==> src/hdl/dap_pkg.sv <==
`default_nettype none

package dap_pkg;

    typedef logic [31:0] word_t;
    typedef logic [3:0]  ir_t;
    typedef logic [7:2]  ap_addr_t;
    typedef logic [7:0]  ap_sel_t;
    typedef logic [5:0]  mem_addr_t;

    localparam ir_t ir_abort  = 4'h8;
    localparam ir_t ir_dpacc  = 4'ha;
    localparam ir_t ir_apacc  = 4'hb;
    localparam ir_t ir_apdbuf = 4'hc;
    localparam ir_t ir_aprbuf = 4'hd;
    localparam ir_t ir_idcode = 4'he;
    localparam ir_t ir_bypass = 4'hf;

    localparam logic [2:0] ack_ok_fault = 3'h2;
    localparam logic [2:0] ack_wait     = 3'h1;

    localparam word_t       unpredictable_word = 32'hdead_dead;
    localparam logic [3:0]  dap_ver            = 4'h1;
    localparam logic [15:0] dap_partnum        = 16'h0ba1;
    localparam logic [10:0] dap_manid          = 11'h23b;

    localparam ap_addr_t ap_csw = 6'h0;
    localparam ap_addr_t ap_tar = 6'h1;
    localparam ap_addr_t ap_drw = 6'h3;

    localparam int buf_depth = 8;
    localparam int buf_aw    = $clog2(buf_depth);
    localparam int mem_words = 64;

    typedef struct packed {
        ap_sel_t  sel;
        ap_addr_t addr;
        word_t    wdata;
        logic     rnw;
    } ap_req_t;

    typedef struct packed {
        word_t rdata;
        logic  slverr;
    } ap_rsp_t;

    typedef struct packed {
        word_t rdata;
        word_t rresp;
    } buf_out_t;

    typedef struct packed {
        word_t addr;   // Byte address.
        word_t wdata;
        logic  we;
    } mem_req_t;

    typedef enum logic [3:0] {
        tap_ex2_dr = 4'h0,
        tap_ex1_dr = 4'h1,
        tap_sft_dr = 4'h2,
        tap_pau_dr = 4'h3,
        tap_sel_ir = 4'h4,
        tap_upd_dr = 4'h5,
        tap_cap_dr = 4'h6,
        tap_sel_dr = 4'h7,
        tap_ex2_ir = 4'h8,
        tap_ex1_ir = 4'h9,
        tap_sft_ir = 4'ha,
        tap_pau_ir = 4'hb,
        tap_run    = 4'hc,
        tap_upd_ir = 4'hd,
        tap_cap_ir = 4'he,
        tap_reset  = 4'hf
    } tap_state_t;

    typedef enum logic [1:0] {
        ap_idle,
        ap_access,
        ap_done
    } ap_state_t;

endpackage

`default_nettype wire

==> src/hdl/ap_read_buf.sv <==
`timescale 1ns/1ns
`default_nettype none

module ap_read_buf import dap_pkg::*; (
    input  wire           tck,
    input  wire           trstn,
    input  wire           push,
    input  wire buf_out_t push_data,
    input  wire           dpop,
    input  wire           rpop,
    input  wire           rrstn,
    output buf_out_t      head
);

    word_t             dq [buf_depth];
    word_t             rq [buf_depth];
    logic [buf_aw:0]   wptr;
    logic [buf_aw:0]   dptr;
    logic [buf_aw:0]   rptr;
    logic              d_empty;
    logic              r_empty;
    logic              full;

    assign d_empty = wptr == dptr;
    assign r_empty = wptr == rptr;
    // Full once either read pointer lags a whole lap.
    assign full    = {~wptr[buf_aw], wptr[buf_aw-1:0]} == dptr ||
                     {~wptr[buf_aw], wptr[buf_aw-1:0]} == rptr;

    assign head.rdata = d_empty ? '0 : dq[dptr[buf_aw-1:0]];
    assign head.rresp = r_empty ? '0 : rq[rptr[buf_aw-1:0]];

    always_ff @(posedge tck) begin
        if (push && !full) begin
            dq[wptr[buf_aw-1:0]] <= push_data.rdata;
            rq[wptr[buf_aw-1:0]] <= push_data.rresp;
        end
    end

    always_ff @(posedge tck or negedge trstn) begin
        if (!trstn) begin
            wptr <= '0;
            dptr <= '0;
            rptr <= '0;
        end else if (!rrstn) begin
            wptr <= '0;
            dptr <= '0;
            rptr <= '0;
        end else begin
            if (push && !full) begin
                wptr <= wptr + 1'b1;
            end
            if (dpop && !d_empty) begin
                dptr <= dptr + 1'b1;
            end
            if (rpop && !r_empty) begin
                rptr <= rptr + 1'b1;
            end
        end
    end

endmodule

`default_nettype wire

==> src/hdl/dap_top.sv <==
`timescale 1ns/1ns
`default_nettype none

module dap_top import dap_pkg::*; (
    input  wire  tck,
    input  wire  trstn,
    input  wire  tms,
    input  wire  tdi,
    output logic tdo,
    output logic dbgrstn
);

    logic     ap_upd;
    ap_req_t  ap_req;
    logic     ap_busy;
    ap_rsp_t  ap_rsp;
    logic     ap_buf_rrstn;
    logic     ap_buf_dpop;
    logic     ap_buf_rpop;
    buf_out_t ap_buf;
    logic     buf_push;
    buf_out_t buf_in;
    mem_req_t mem_req;
    logic     mem_valid;
    ap_rsp_t  mem_rsp;

    jtag_dp jtag_dp_i (
        .tck          (tck),
        .trstn        (trstn),
        .tms          (tms),
        .tdi          (tdi),
        .tdo          (tdo),
        .ap_upd       (ap_upd),
        .ap_req       (ap_req),
        .ap_busy      (ap_busy),
        .ap_rsp       (ap_rsp),
        .ap_buf_rrstn (ap_buf_rrstn),
        .ap_buf_dpop  (ap_buf_dpop),
        .ap_buf_rpop  (ap_buf_rpop),
        .ap_buf       (ap_buf),
        .dbgrstn      (dbgrstn)
    );

    mem_ap mem_ap_i (
        .tck       (tck),
        .trstn     (trstn),
        .dbgrstn   (dbgrstn),
        .ap_upd    (ap_upd),
        .ap_req    (ap_req),
        .ap_busy   (ap_busy),
        .ap_rsp    (ap_rsp),
        .buf_push  (buf_push),
        .buf_in    (buf_in),
        .mem_req   (mem_req),
        .mem_valid (mem_valid),
        .mem_rsp   (mem_rsp)
    );

    ap_read_buf ap_read_buf_i (
        .tck       (tck),
        .trstn     (trstn),
        .push      (buf_push),
        .push_data (buf_in),
        .dpop      (ap_buf_dpop),
        .rpop      (ap_buf_rpop),
        .rrstn     (ap_buf_rrstn),
        .head      (ap_buf)
    );

    debug_mem debug_mem_i (
        .tck   (tck),
        .trstn (trstn),
        .valid (mem_valid),
        .req   (mem_req),
        .rsp   (mem_rsp)
    );

endmodule

`default_nettype wire

==> src/hdl/debug_mem.sv <==
`timescale 1ns/1ns
`default_nettype none

module debug_mem import dap_pkg::*; (
    input  wire           tck,
    input  wire           trstn,
    input  wire           valid,
    input  wire mem_req_t req,
    output ap_rsp_t       rsp
);

    word_t     mem [mem_words];
    mem_addr_t idx;
    logic      oor;

    assign idx = req.addr[7:2];
    assign oor = req.addr >= word_t'(mem_words * 4);

    always_ff @(posedge tck) begin
        if (valid && req.we && !oor) begin
            mem[idx] <= req.wdata;
        end
    end

    always_ff @(posedge tck or negedge trstn) begin
        if (!trstn) begin
            rsp <= '0;
        end else if (valid) begin
            rsp.slverr <= oor;
            rsp.rdata  <= (oor || req.we) ? '0 : mem[idx];   // Errored reads give zero.
        end
    end

endmodule

`default_nettype wire

==> src/hdl/jtag_dp.sv <==
`timescale 1ns/1ns
`default_nettype none

module jtag_dp import dap_pkg::*; (
    input  wire           tck,
    input  wire           trstn,
    input  wire           tms,
    input  wire           tdi,
    output logic          tdo,

    output logic          ap_upd,
    output ap_req_t       ap_req,
    input  wire           ap_busy,
    input  wire ap_rsp_t  ap_rsp,

    output logic          ap_buf_rrstn,
    output logic          ap_buf_dpop,
    output logic          ap_buf_rpop,
    input  wire buf_out_t ap_buf,

    output logic          dbgrstn
);

    typedef struct packed {
        logic        csyspwrupack;
        logic        csyspwrupreq;
        logic        cdbgpwrupack;
        logic        cdbgpwrupreq;
        logic        cdbgrstack;
        logic        cdbgrstreq;
        logic [11:0] trncnt;
        logic [3:0]  masklane;
        logic [1:0]  trnmode;
        logic        orundetect;
    } ctrl_t;

    tap_state_t  state;
    tap_state_t  state_nxt;
    logic [34:0] sfter;
    logic [34:0] cap_data;
    ir_t         ir;
    ctrl_t       ctrl;
    ap_sel_t     apsel;
    logic [3:0]  apbanksel;
    word_t       dp_res;
    logic        dp_sel;
    logic        ack_wait_q;
    word_t       cmp_data;
    logic        cmp_en;
    logic [4:0]  buf_cnt;
    logic        tap_rst;
    logic        upd_dr;
    logic        dp_upd;
    logic        buf_ir;
    word_t       datain;
    logic [1:0]  a;
    logic        rnw;
    word_t       csr_word;
    word_t       sel_word;
    logic        lane_miss;
    logic        stickycmp;

    assign tap_rst = state == tap_reset;
    assign upd_dr  = state == tap_upd_dr;
    assign buf_ir  = ir == ir_apdbuf || ir == ir_aprbuf;

    assign datain = sfter[34:3];
    assign a      = sfter[2:1];
    assign rnw    = sfter[0];
    assign tdo    = sfter[0];

    assign dp_upd  = ir == ir_dpacc && upd_dr && !ack_wait_q;
    assign ap_upd  = ir == ir_apacc && upd_dr && !ack_wait_q;
    assign ap_req  = '{sel: apsel, addr: {apbanksel, a}, wdata: datain, rnw: rnw};
    assign dbgrstn = !(ctrl.cdbgrstreq && !ctrl.cdbgrstack) && !tap_rst;

    always_ff @(posedge tck or negedge trstn) begin
        if (!trstn) begin
            state <= tap_reset;
        end else begin
            state <= state_nxt;
        end
    end

    always_comb begin
        case (state)
            tap_reset:  state_nxt = tms ? tap_reset  : tap_run;
            tap_run:    state_nxt = tms ? tap_sel_dr : tap_run;
            tap_sel_dr: state_nxt = tms ? tap_sel_ir : tap_cap_dr;
            tap_cap_dr: state_nxt = tms ? tap_ex1_dr : tap_sft_dr;
            tap_sft_dr: state_nxt = tms ? tap_ex1_dr : tap_sft_dr;
            tap_ex1_dr: state_nxt = tms ? tap_upd_dr : tap_pau_dr;
            tap_pau_dr: state_nxt = tms ? tap_ex2_dr : tap_pau_dr;
            tap_ex2_dr: state_nxt = tms ? tap_upd_dr : tap_sft_dr;
            tap_upd_dr: state_nxt = tms ? tap_sel_dr : tap_run;
            tap_sel_ir: state_nxt = tms ? tap_reset  : tap_cap_ir;
            tap_cap_ir: state_nxt = tms ? tap_ex1_ir : tap_sft_ir;
            tap_sft_ir: state_nxt = tms ? tap_ex1_ir : tap_sft_ir;
            tap_ex1_ir: state_nxt = tms ? tap_upd_ir : tap_pau_ir;
            tap_pau_ir: state_nxt = tms ? tap_ex2_ir : tap_pau_ir;
            tap_ex2_ir: state_nxt = tms ? tap_upd_ir : tap_sft_ir;
            default:    state_nxt = tms ? tap_sel_dr : tap_run;
        endcase
    end

    // Pushed compare against the last posted DRW read.
    always_comb begin
        lane_miss = 1'b0;
        for (int i = 0; i < 4; i++) begin
            lane_miss |= ctrl.masklane[i] && (cmp_data[8*i +: 8] != ap_rsp.rdata[8*i +: 8]);
        end
    end

    assign stickycmp = (lane_miss ^ (ctrl.trnmode == 2'd2)) && ctrl.trnmode != 2'd0 && cmp_en;

    assign csr_word = {ctrl.csyspwrupack, ctrl.csyspwrupreq, ctrl.cdbgpwrupack,
                       ctrl.cdbgpwrupreq, ctrl.cdbgrstack, ctrl.cdbgrstreq, 2'b0,
                       ctrl.trncnt, ctrl.masklane, 2'b0, ap_rsp.slverr, stickycmp,
                       ctrl.trnmode, 1'b0, ctrl.orundetect};
    assign sel_word = {apsel, 16'h0, apbanksel, 4'h0};

    always_comb begin
        case (ir)
            ir_abort:           cap_data = {3'b0, unpredictable_word};
            ir_dpacc, ir_apacc: cap_data = {dp_sel ? dp_res : ap_rsp.rdata,
                                            ack_wait_q ? ack_wait : ack_ok_fault};
            ir_apdbuf:          cap_data = {3'b0, ap_buf.rdata};
            ir_aprbuf:          cap_data = {3'b0, ap_buf.rresp};
            ir_idcode:          cap_data = {3'b0, dap_ver, dap_partnum, dap_manid, 1'b1};
            default:            cap_data = '0;   // BYPASS.
        endcase
    end

    always_ff @(posedge tck or negedge trstn) begin
        if (!trstn) begin
            sfter <= '0;
        end else if (tap_rst) begin
            sfter <= '0;
        end else begin
            case (state)
                tap_cap_ir: sfter[3:0] <= 4'b0001;
                tap_sft_ir: sfter[3:0] <= {tdi, sfter[3:1]};
                tap_cap_dr: sfter      <= cap_data;
                tap_sft_dr: begin
                    case (ir)
                        ir_abort, ir_dpacc, ir_apacc: sfter <= {tdi, sfter[34:1]};
                        ir_apdbuf: sfter[31:0] <= ap_buf_dpop ? ap_buf.rdata
                                                              : {1'b0, sfter[31:1]};
                        ir_aprbuf: sfter[31:0] <= ap_buf_rpop ? ap_buf.rresp
                                                              : {1'b0, sfter[31:1]};
                        ir_idcode: sfter[31:0] <= {tdi, sfter[31:1]};
                        default:   sfter[0]    <= tdi;
                    endcase
                end
                default: ;
            endcase
        end
    end

    always_ff @(posedge tck or negedge trstn) begin
        if (!trstn) begin
            ir <= ir_idcode;
        end else if (tap_rst) begin
            ir <= ir_idcode;
        end else if (state == tap_upd_ir) begin
            ir <= sfter[3:0];
        end
    end

    always_ff @(posedge tck or negedge trstn) begin
        if (!trstn) begin
            ack_wait_q <= 1'b0;
            dp_sel     <= 1'b0;
            buf_cnt    <= '0;
        end else if (tap_rst) begin
            ack_wait_q <= 1'b0;
            dp_sel     <= 1'b0;
            buf_cnt    <= '0;
        end else begin
            if (state == tap_sel_dr && !tms) begin
                ack_wait_q <= ap_busy && (ir == ir_dpacc || ir == ir_apacc);
            end
            if (state == tap_cap_dr && ir == ir_dpacc) begin
                dp_sel <= 1'b1;   // Next capture returns the DP result.
            end else if (state == tap_cap_dr && ir == ir_apacc) begin
                dp_sel <= 1'b0;
            end
            if (buf_ir && state == tap_cap_dr) begin
                buf_cnt <= 5'd31;
            end else if (buf_ir && state == tap_sft_dr) begin
                buf_cnt <= buf_cnt - 5'd1;
            end
        end
    end

    always_ff @(posedge tck or negedge trstn) begin
        if (!trstn) begin
            ctrl      <= '0;
            apsel     <= '0;
            apbanksel <= '0;
            dp_res    <= '0;
            cmp_data  <= '0;
            cmp_en    <= 1'b0;
        end else if (tap_rst) begin
            ctrl      <= '0;
            apsel     <= '0;
            apbanksel <= '0;
            dp_res    <= '0;
            cmp_data  <= '0;
            cmp_en    <= 1'b0;
        end else begin
            ctrl.csyspwrupack <= ctrl.csyspwrupreq;
            ctrl.cdbgpwrupack <= ctrl.cdbgpwrupreq;
            ctrl.cdbgrstack   <= ctrl.cdbgrstreq;
            if (dp_upd && rnw) begin
                case (a)
                    2'd1:    dp_res <= csr_word;
                    2'd2:    dp_res <= sel_word;
                    2'd3:    dp_res <= '0;
                    default: dp_res <= unpredictable_word;
                endcase
            end else if (dp_upd) begin
                dp_res <= unpredictable_word;
                if (a == 2'd1) begin
                    ctrl.csyspwrupack <= 1'b0;
                    ctrl.cdbgpwrupack <= 1'b0;
                    ctrl.cdbgrstack   <= 1'b0;   // Opens the one-cycle dbgrstn pulse.
                    ctrl.csyspwrupreq <= datain[30];
                    ctrl.cdbgpwrupreq <= datain[28];
                    ctrl.cdbgrstreq   <= datain[26];
                    ctrl.trncnt       <= datain[23:12];
                    ctrl.masklane     <= datain[11:8];
                    ctrl.orundetect   <= datain[0];
                    if (datain[3:2] != 2'b11) begin
                        ctrl.trnmode <= datain[3:2];
                    end
                end
                if (a == 2'd2) begin
                    apsel     <= datain[31:24];
                    apbanksel <= datain[7:4];
                end
            end
            if (ap_upd) begin
                cmp_data <= datain;
                cmp_en   <= ap_req.rnw && ap_req.addr == ap_drw;
            end else if (dp_upd) begin
                cmp_en <= 1'b0;
            end
        end
    end

    assign ap_buf_dpop  = ir == ir_apdbuf &&
                          (state == tap_cap_dr || (state == tap_sft_dr && buf_cnt == '0));
    assign ap_buf_rpop  = ir == ir_aprbuf &&
                          (state == tap_cap_dr || (state == tap_sft_dr && buf_cnt == '0));
    assign ap_buf_rrstn = !(buf_ir && state == tap_sft_dr && tms);

endmodule

`default_nettype wire

==> src/hdl/mem_ap.sv <==
`timescale 1ns/1ns
`default_nettype none

module mem_ap import dap_pkg::*; (
    input  wire          tck,
    input  wire          trstn,
    input  wire          dbgrstn,
    input  wire          ap_upd,
    input  wire ap_req_t ap_req,
    output logic         ap_busy,
    output ap_rsp_t      ap_rsp,
    output logic         buf_push,
    output buf_out_t     buf_in,
    output mem_req_t     mem_req,
    output logic         mem_valid,
    input  wire ap_rsp_t mem_rsp
);

    ap_state_t state;
    ap_req_t   req_q;
    logic      lat_q;
    logic      csw_inc;
    word_t     tar;
    logic      accept;
    logic      sel_err;
    logic      is_drw;
    logic      tar_oor;
    logic      q_sel_err;
    logic      q_drw;
    word_t     reg_rdata;

    assign accept    = ap_upd && state == ap_idle;
    assign sel_err   = ap_req.sel != '0;   // Only AP 0 exists.
    assign is_drw    = ap_req.addr == ap_drw;
    assign tar_oor   = ap_req.wdata >= word_t'(mem_words * 4);
    assign q_sel_err = req_q.sel != '0;
    assign q_drw     = req_q.addr == ap_drw;

    assign reg_rdata = ap_req.addr == ap_csw ? {27'b0, csw_inc, 4'b0} :
                       ap_req.addr == ap_tar ? tar : '0;

    assign ap_busy   = state != ap_idle;
    assign mem_valid = state == ap_access && !lat_q && !q_sel_err;
    assign mem_req   = '{addr: tar, wdata: req_q.wdata, we: !req_q.rnw};
    assign buf_push  = state == ap_done && req_q.rnw;
    assign buf_in    = '{rdata: ap_rsp.rdata, rresp: {31'b0, ap_rsp.slverr}};

    always_ff @(posedge tck) begin
        if (accept) begin
            req_q <= ap_req;
        end
    end

    always_ff @(posedge tck or negedge trstn) begin
        if (!trstn) begin
            state  <= ap_idle;
            lat_q  <= 1'b0;
            ap_rsp <= '0;
        end else begin
            case (state)
                ap_idle: begin
                    lat_q <= 1'b0;
                    if (accept && is_drw) begin
                        state <= ap_access;
                    end else if (accept) begin
                        state         <= ap_done;   // CSW and TAR finish at once.
                        ap_rsp.slverr <= sel_err ||
                                         (ap_req.addr == ap_tar && !ap_req.rnw && tar_oor);
                        if (ap_req.rnw) begin
                            ap_rsp.rdata <= sel_err ? '0 : reg_rdata;
                        end
                    end
                end
                ap_access: begin
                    lat_q <= 1'b1;
                    if (lat_q) begin
                        state         <= ap_done;
                        ap_rsp.slverr <= q_sel_err || mem_rsp.slverr;
                        if (req_q.rnw) begin
                            ap_rsp.rdata <= q_sel_err ? '0 : mem_rsp.rdata;
                        end
                    end
                end
                default: state <= ap_idle;
            endcase
        end
    end

    always_ff @(posedge tck or negedge trstn) begin
        if (!trstn) begin
            csw_inc <= 1'b0;
            tar     <= '0;
        end else if (!dbgrstn) begin
            csw_inc <= 1'b0;
            tar     <= '0;
        end else if (accept && !ap_req.rnw && !sel_err) begin
            if (ap_req.addr == ap_csw) begin
                csw_inc <= ap_req.wdata[4];
            end
            if (ap_req.addr == ap_tar) begin
                tar <= ap_req.wdata;
            end
        end else if (state == ap_done && q_drw && csw_inc) begin
            tar <= tar + 32'd4;
        end
    end

endmodule

`default_nettype wire

==> config.mk <==
export PLATFORM = sky130hd
export DESIGN_NAME = dap_top
export DESIGN_NICKNAME = d
export VERILOG_FILES = /design/src/hdl/dap_pkg.sv /design/src/hdl/ap_read_buf.sv /design/src/hdl/dap_top.sv /design/src/hdl/debug_mem.sv /design/src/hdl/jtag_dp.sv /design/src/hdl/mem_ap.sv
export SDC_FILE = /design/constraint.sdc
export NUM_CORES = 2
export LEC_CHECK = 0
export BUFFER_PORTS_ARGS = -buffer_cell sky130_fd_sc_hd__buf_4
export CORE_MARGIN = 4
export CORE_UTILIZATION = 40
export CTS_BUF_LIST = sky130_fd_sc_hd__clkbuf_2 sky130_fd_sc_hd__clkbuf_4 sky130_fd_sc_hd__clkbuf_8
export DETAILED_ROUTE_END_ITERATION = 7
export PLACE_DENSITY_LB_ADDON = 0.05
export SYNTH_ARGS = -nofsm -noshare
export SYNTH_HDL_FRONTEND = slang
export SYNTH_HIERARCHICAL = 1
export SYNTH_SLANG_ARGS = --single-unit
==> constraint.sdc <==
create_clock -name tck -period 4 [get_ports tck]
set_input_delay 0.2 -clock tck [delete_from_list [all_inputs] [get_ports tck]]
set_output_delay 0.2 -clock tck [all_outputs]
set_load 0.02 [all_outputs]
==> flow_metrics.py <==
metrics = {
    "outcome": {
        "outcome": "finished clean",
    },
    "routing": {
        "vias_per_cell": 5.968,
        "wl_per_cell_um": 35.47,
        "dr.pass1.iters": 5,
        "drtAntennaViolNets": 0,
        "num_vias": 69310,
        "drtIter0Drc": 7457,
        "routed_wl_mm": 412.0,
        "drc_errors": 0,
    },
    "timing": {
        "tns_ns": 0,
        "worstMarginPinSlew_ns": 1.328,
        "setup_viol": 0,
        "drv_slew": 0,
        "min_period_ns": 3.867,
        "slew_headroom_pct": 11.49,
        "whs_ns": 0.1394,
        "finalHoldViolations": 0,
        "finClkSkew_ns": 0.07756,
        "rsz0062_at_grt": "no",
        "fmax_mhz": 258.6,
        "period_share_pct": 96.68,
    },
    "clock_network": {
        "numCtsBuffers": 519,
        "clk_latency_ns": 1.16,
        "cts_root_buf": "clkbuf_8",
        "hold_buffers": 8,
        "cts.htree.levels": 6,
        "cts.clk_slew.worst_paths_ns": 0.06,
        "cts_tree": "yes",
        "cts_buffer_depth": 4,
        "cts_num_sinks": 2872,
        "cts_resized": 0,
        "post-cts-setup-buffer-count": 0,
    },
    "worst_hold_path": {
        "hp-class": "in -> reg",
    },
    "synth": {
        "yosys.area.top_type": "edfxtp_1",
        "synthDistinctLibCells": 105,
        "syn_area_per_cell_um2": 16.77,
        "ys_seq_elements": 2872,
        "netlist_area_mm2": 0.1152,
        "postSynthCellCount": 6872,
        "yosys.area.top_type_share_pct": 67.95,
        "seq_area_frac_synth_pct": 73.71,
        "synthFlopType": "edfxtp_1",
        "yosys_warnings": 6,
        "synth-edff-count": 2607,
        "synth_area_leaders": "edfxtp_1 (68%), dfrtp_1 (5.6%), mux4_2 (4.5%)",
        "synth-async-reset-ratio_pct": 9.227,
    },
    "worst_setup_path": {
        "cp-startpoint": "mem_ap_i/req_q[39]",
        "path_class": "reg -> reg",
        "endpoint": "debug_mem_i/mem[16][25]",
        "end_kind": "flip-flop",
        "r2r_cells": 13,
        "r2r_slack_ns": 0.13,
        "required_ns": 4.80,
        "timing.rr.end": "debug_mem_i/mem[16][25]",
        "worst_ep_arrival_time_ns": 4.66,
        "path_max_fanout": 32,
        "r2r-start": "mem_ap_i/req_q[39]",
        "crit_path_start_kind": "flip-flop",
    },
    "placed_design": {
        "hpwl_mm": 254.1,
        "io_buffer_count": 5,
        "gp_congestion": 0.9218,
    },
    "pwr": {
        "p_sw_w": 0.01748,
        "intPower_w": 0.04972,
        "swShare_pct": 26.01,
        "ir_drop_mv": 0.4145,
        "power.share.combinational_pct": 9.4,
        "power.leakage_nw": 43.89,
        "seq_power_share_pct": 50.6,
        "p_per_area_mw_per_mm2": 502.3,
        "p_clk_share_pct": 40.0,
    },
    "finish": {
        "drive_gt1_share_pct": 26.13,
        "final_cell_mix": "edfxtp_1 (2607), clkbuf_8 (538), buf_4 (392), nand2_1 (385), o22ai_1 (338)",
        "syn2layout_area_growth_pct": 16.11,
        "final_common_cell": "edfxtp_1",
        "nNetsFinal": 7440,
    },
    "grt": {
        "grt_pass1_vias": 68890,
        "grt_first_pass_wirelength_mm": 568.7,
        "grt-ovfl-total": 0,
        "track_usage_pct": 27.37,
        "grt_start_max_net_pins": 77,
        "antenna_found_initial": 24,
    },
    "floorplan": {
        "coreArea_mm2": 0.2859,
        "die_w_um": 544.7,
        "num_rows": 196,
        "io_pins": 6,
        "die_h_um": 544.7,
        "die_area_mm2": 0.2967,
        "initial_core_util_pct": 40.29,
    },
    "run": {
        "max_cap_violations": 0,
    },
}
-- worst min path at each step --
| stage | from | endpoint | slack, ns | cells after the start |
|---|---|---|---|---|
| final | tdi | jtag_dp_i/sfter[0] | 0.14 | 4 |
| after floorplan | trstn | ap_read_buf_i/dptr[0] | -0.1 | 0 |
| after CTS | tdi | jtag_dp_i/sfter[0] | 0.01 | 4 |
| after global routing | tdi | jtag_dp_i/sfter[0] | 0.1 | 4 |
| after global placement | trstn | jtag_dp_i/sfter[34] | 0.25 | 1 |
| after detailed placement | trstn | jtag_dp_i/sfter[33] | 0.26 | 1 |
-- logic make-up after synthesis --
family                     synth area share [%]
other                                  0.003255
muxes                                     9.799
buffers and inverters                     2.955
DFF                                       73.71
xor gates and xnor gates                 0.3595
and+or+nand+nor                           4.233
adders and majority gates               0.07385
AOI/OAI and AO/OA                         8.864
-- worst max-delay path, cell delays in order (launching register included) --
cell and delay [ns]:
edfxtp_1 0.36, nor4_1 0.42, and3_1 0.25, inv_1 0.06, nor2_1 0.16, nor4b_1 0.33
nand4_1 0.29, buf_4 0.26, nor2_1 0.27, and3_1 0.28, nand2_1 0.17, buf_4 0.25
nor2_4 0.14, buf_12 0.27
-- per-stage QoR --
stage / std cells / cell area [µm²] / util (%) / power [W] / setup slack [ns]
floorplan: 6902 / 115300 / - / 0.03826 / 0.01825
CTS: 11600 / 133700 / 46.77 / 0.06793 / 0.2182
global placement: 10660 / 123700 / 43.27 / 0.04099 / 0.1447
detailed placement: 10660 / 123700 / 43.27 / 0.04104 / 0.2564
finish: 11620 / 133800 / 46.78 / 0.06719 / 0.1330
global route: 11600 / 133700 / 46.77 / 0.06980 / 0.02154
-- state kept, by name, indices dropped and copies added (netlist names), 8 cells and up --
name,flops
jtag_dp_i/apsel,8
mem_ap_i/tar,32
jtag_dp_i/sfter,35
ap_read_buf_i/rq,256
mem_ap_i/mem_req,32
jtag_dp_i/csr_word,25
jtag_dp_i/cmp_data,32
jtag_dp_i/dp_res,31
ap_read_buf_i/dq,256
mem_ap_i/req_q,15
mem_ap_i/ap_rsp,33
debug_mem_i/mem,2048
debug_mem_i/rsp,33
-- cells in the mapped netlist (22+ instances only) --
library cell	number
a211oi_1	40
o22ai_1	338
xnor2_1	33
clkbuf_1	159
buf_4	155
a21oi_1	290
o21ai_0	193
nor2_1	360
mux4_2	230
o221ai_1	161
edfxtp_1	2607
a21oi_2	26
buf_1	38
a22oi_1	73
buf_2	156
nor3_1	31
nor2b_1	22
inv_1	38
dfrtp_1	258
o22a_1	28
buf_6	45
nand2b_1	26
nand3_1	68
mux2_2	268
nand2_1	389
a22o_1	22
nor4_1	26
mux2i_1	292
nand4_1	23
a2bb2oi_1	52
a221oi_1	58
-- power groups by stage --
stage	registers, W	clock network, W	logic, W
after global placement	0.0346	0	0.00640
final	0.0340	0.0268	0.00635
after floorplan	0.0339	0	0.00439
after detailed placement	0.0346	0	0.00643
after global routing	0.0340	0.0289	0.00682
after CTS	0.0340	0.0275	0.00646
-- final cells by class --
class	instances	area [µm²]
repair buffers	564	6319
well taps	3762	4707
inverters	43	175.2
multi-input cells	3430	27680
fillers	24770	152200
diodes	19	47.55
clock buffers	713	8718
clock inverters	212	1180
flip-flops and latches	2872	84950
-- metal layers --
layer	GRT usage [%]	part of all wire (%)
met2	43.48	47
met1	37.34	42
met4	11.23	4.7
met3	4.950	7.1
met5	0	0
No activity file was read; power rests on OpenSTA's default activity.
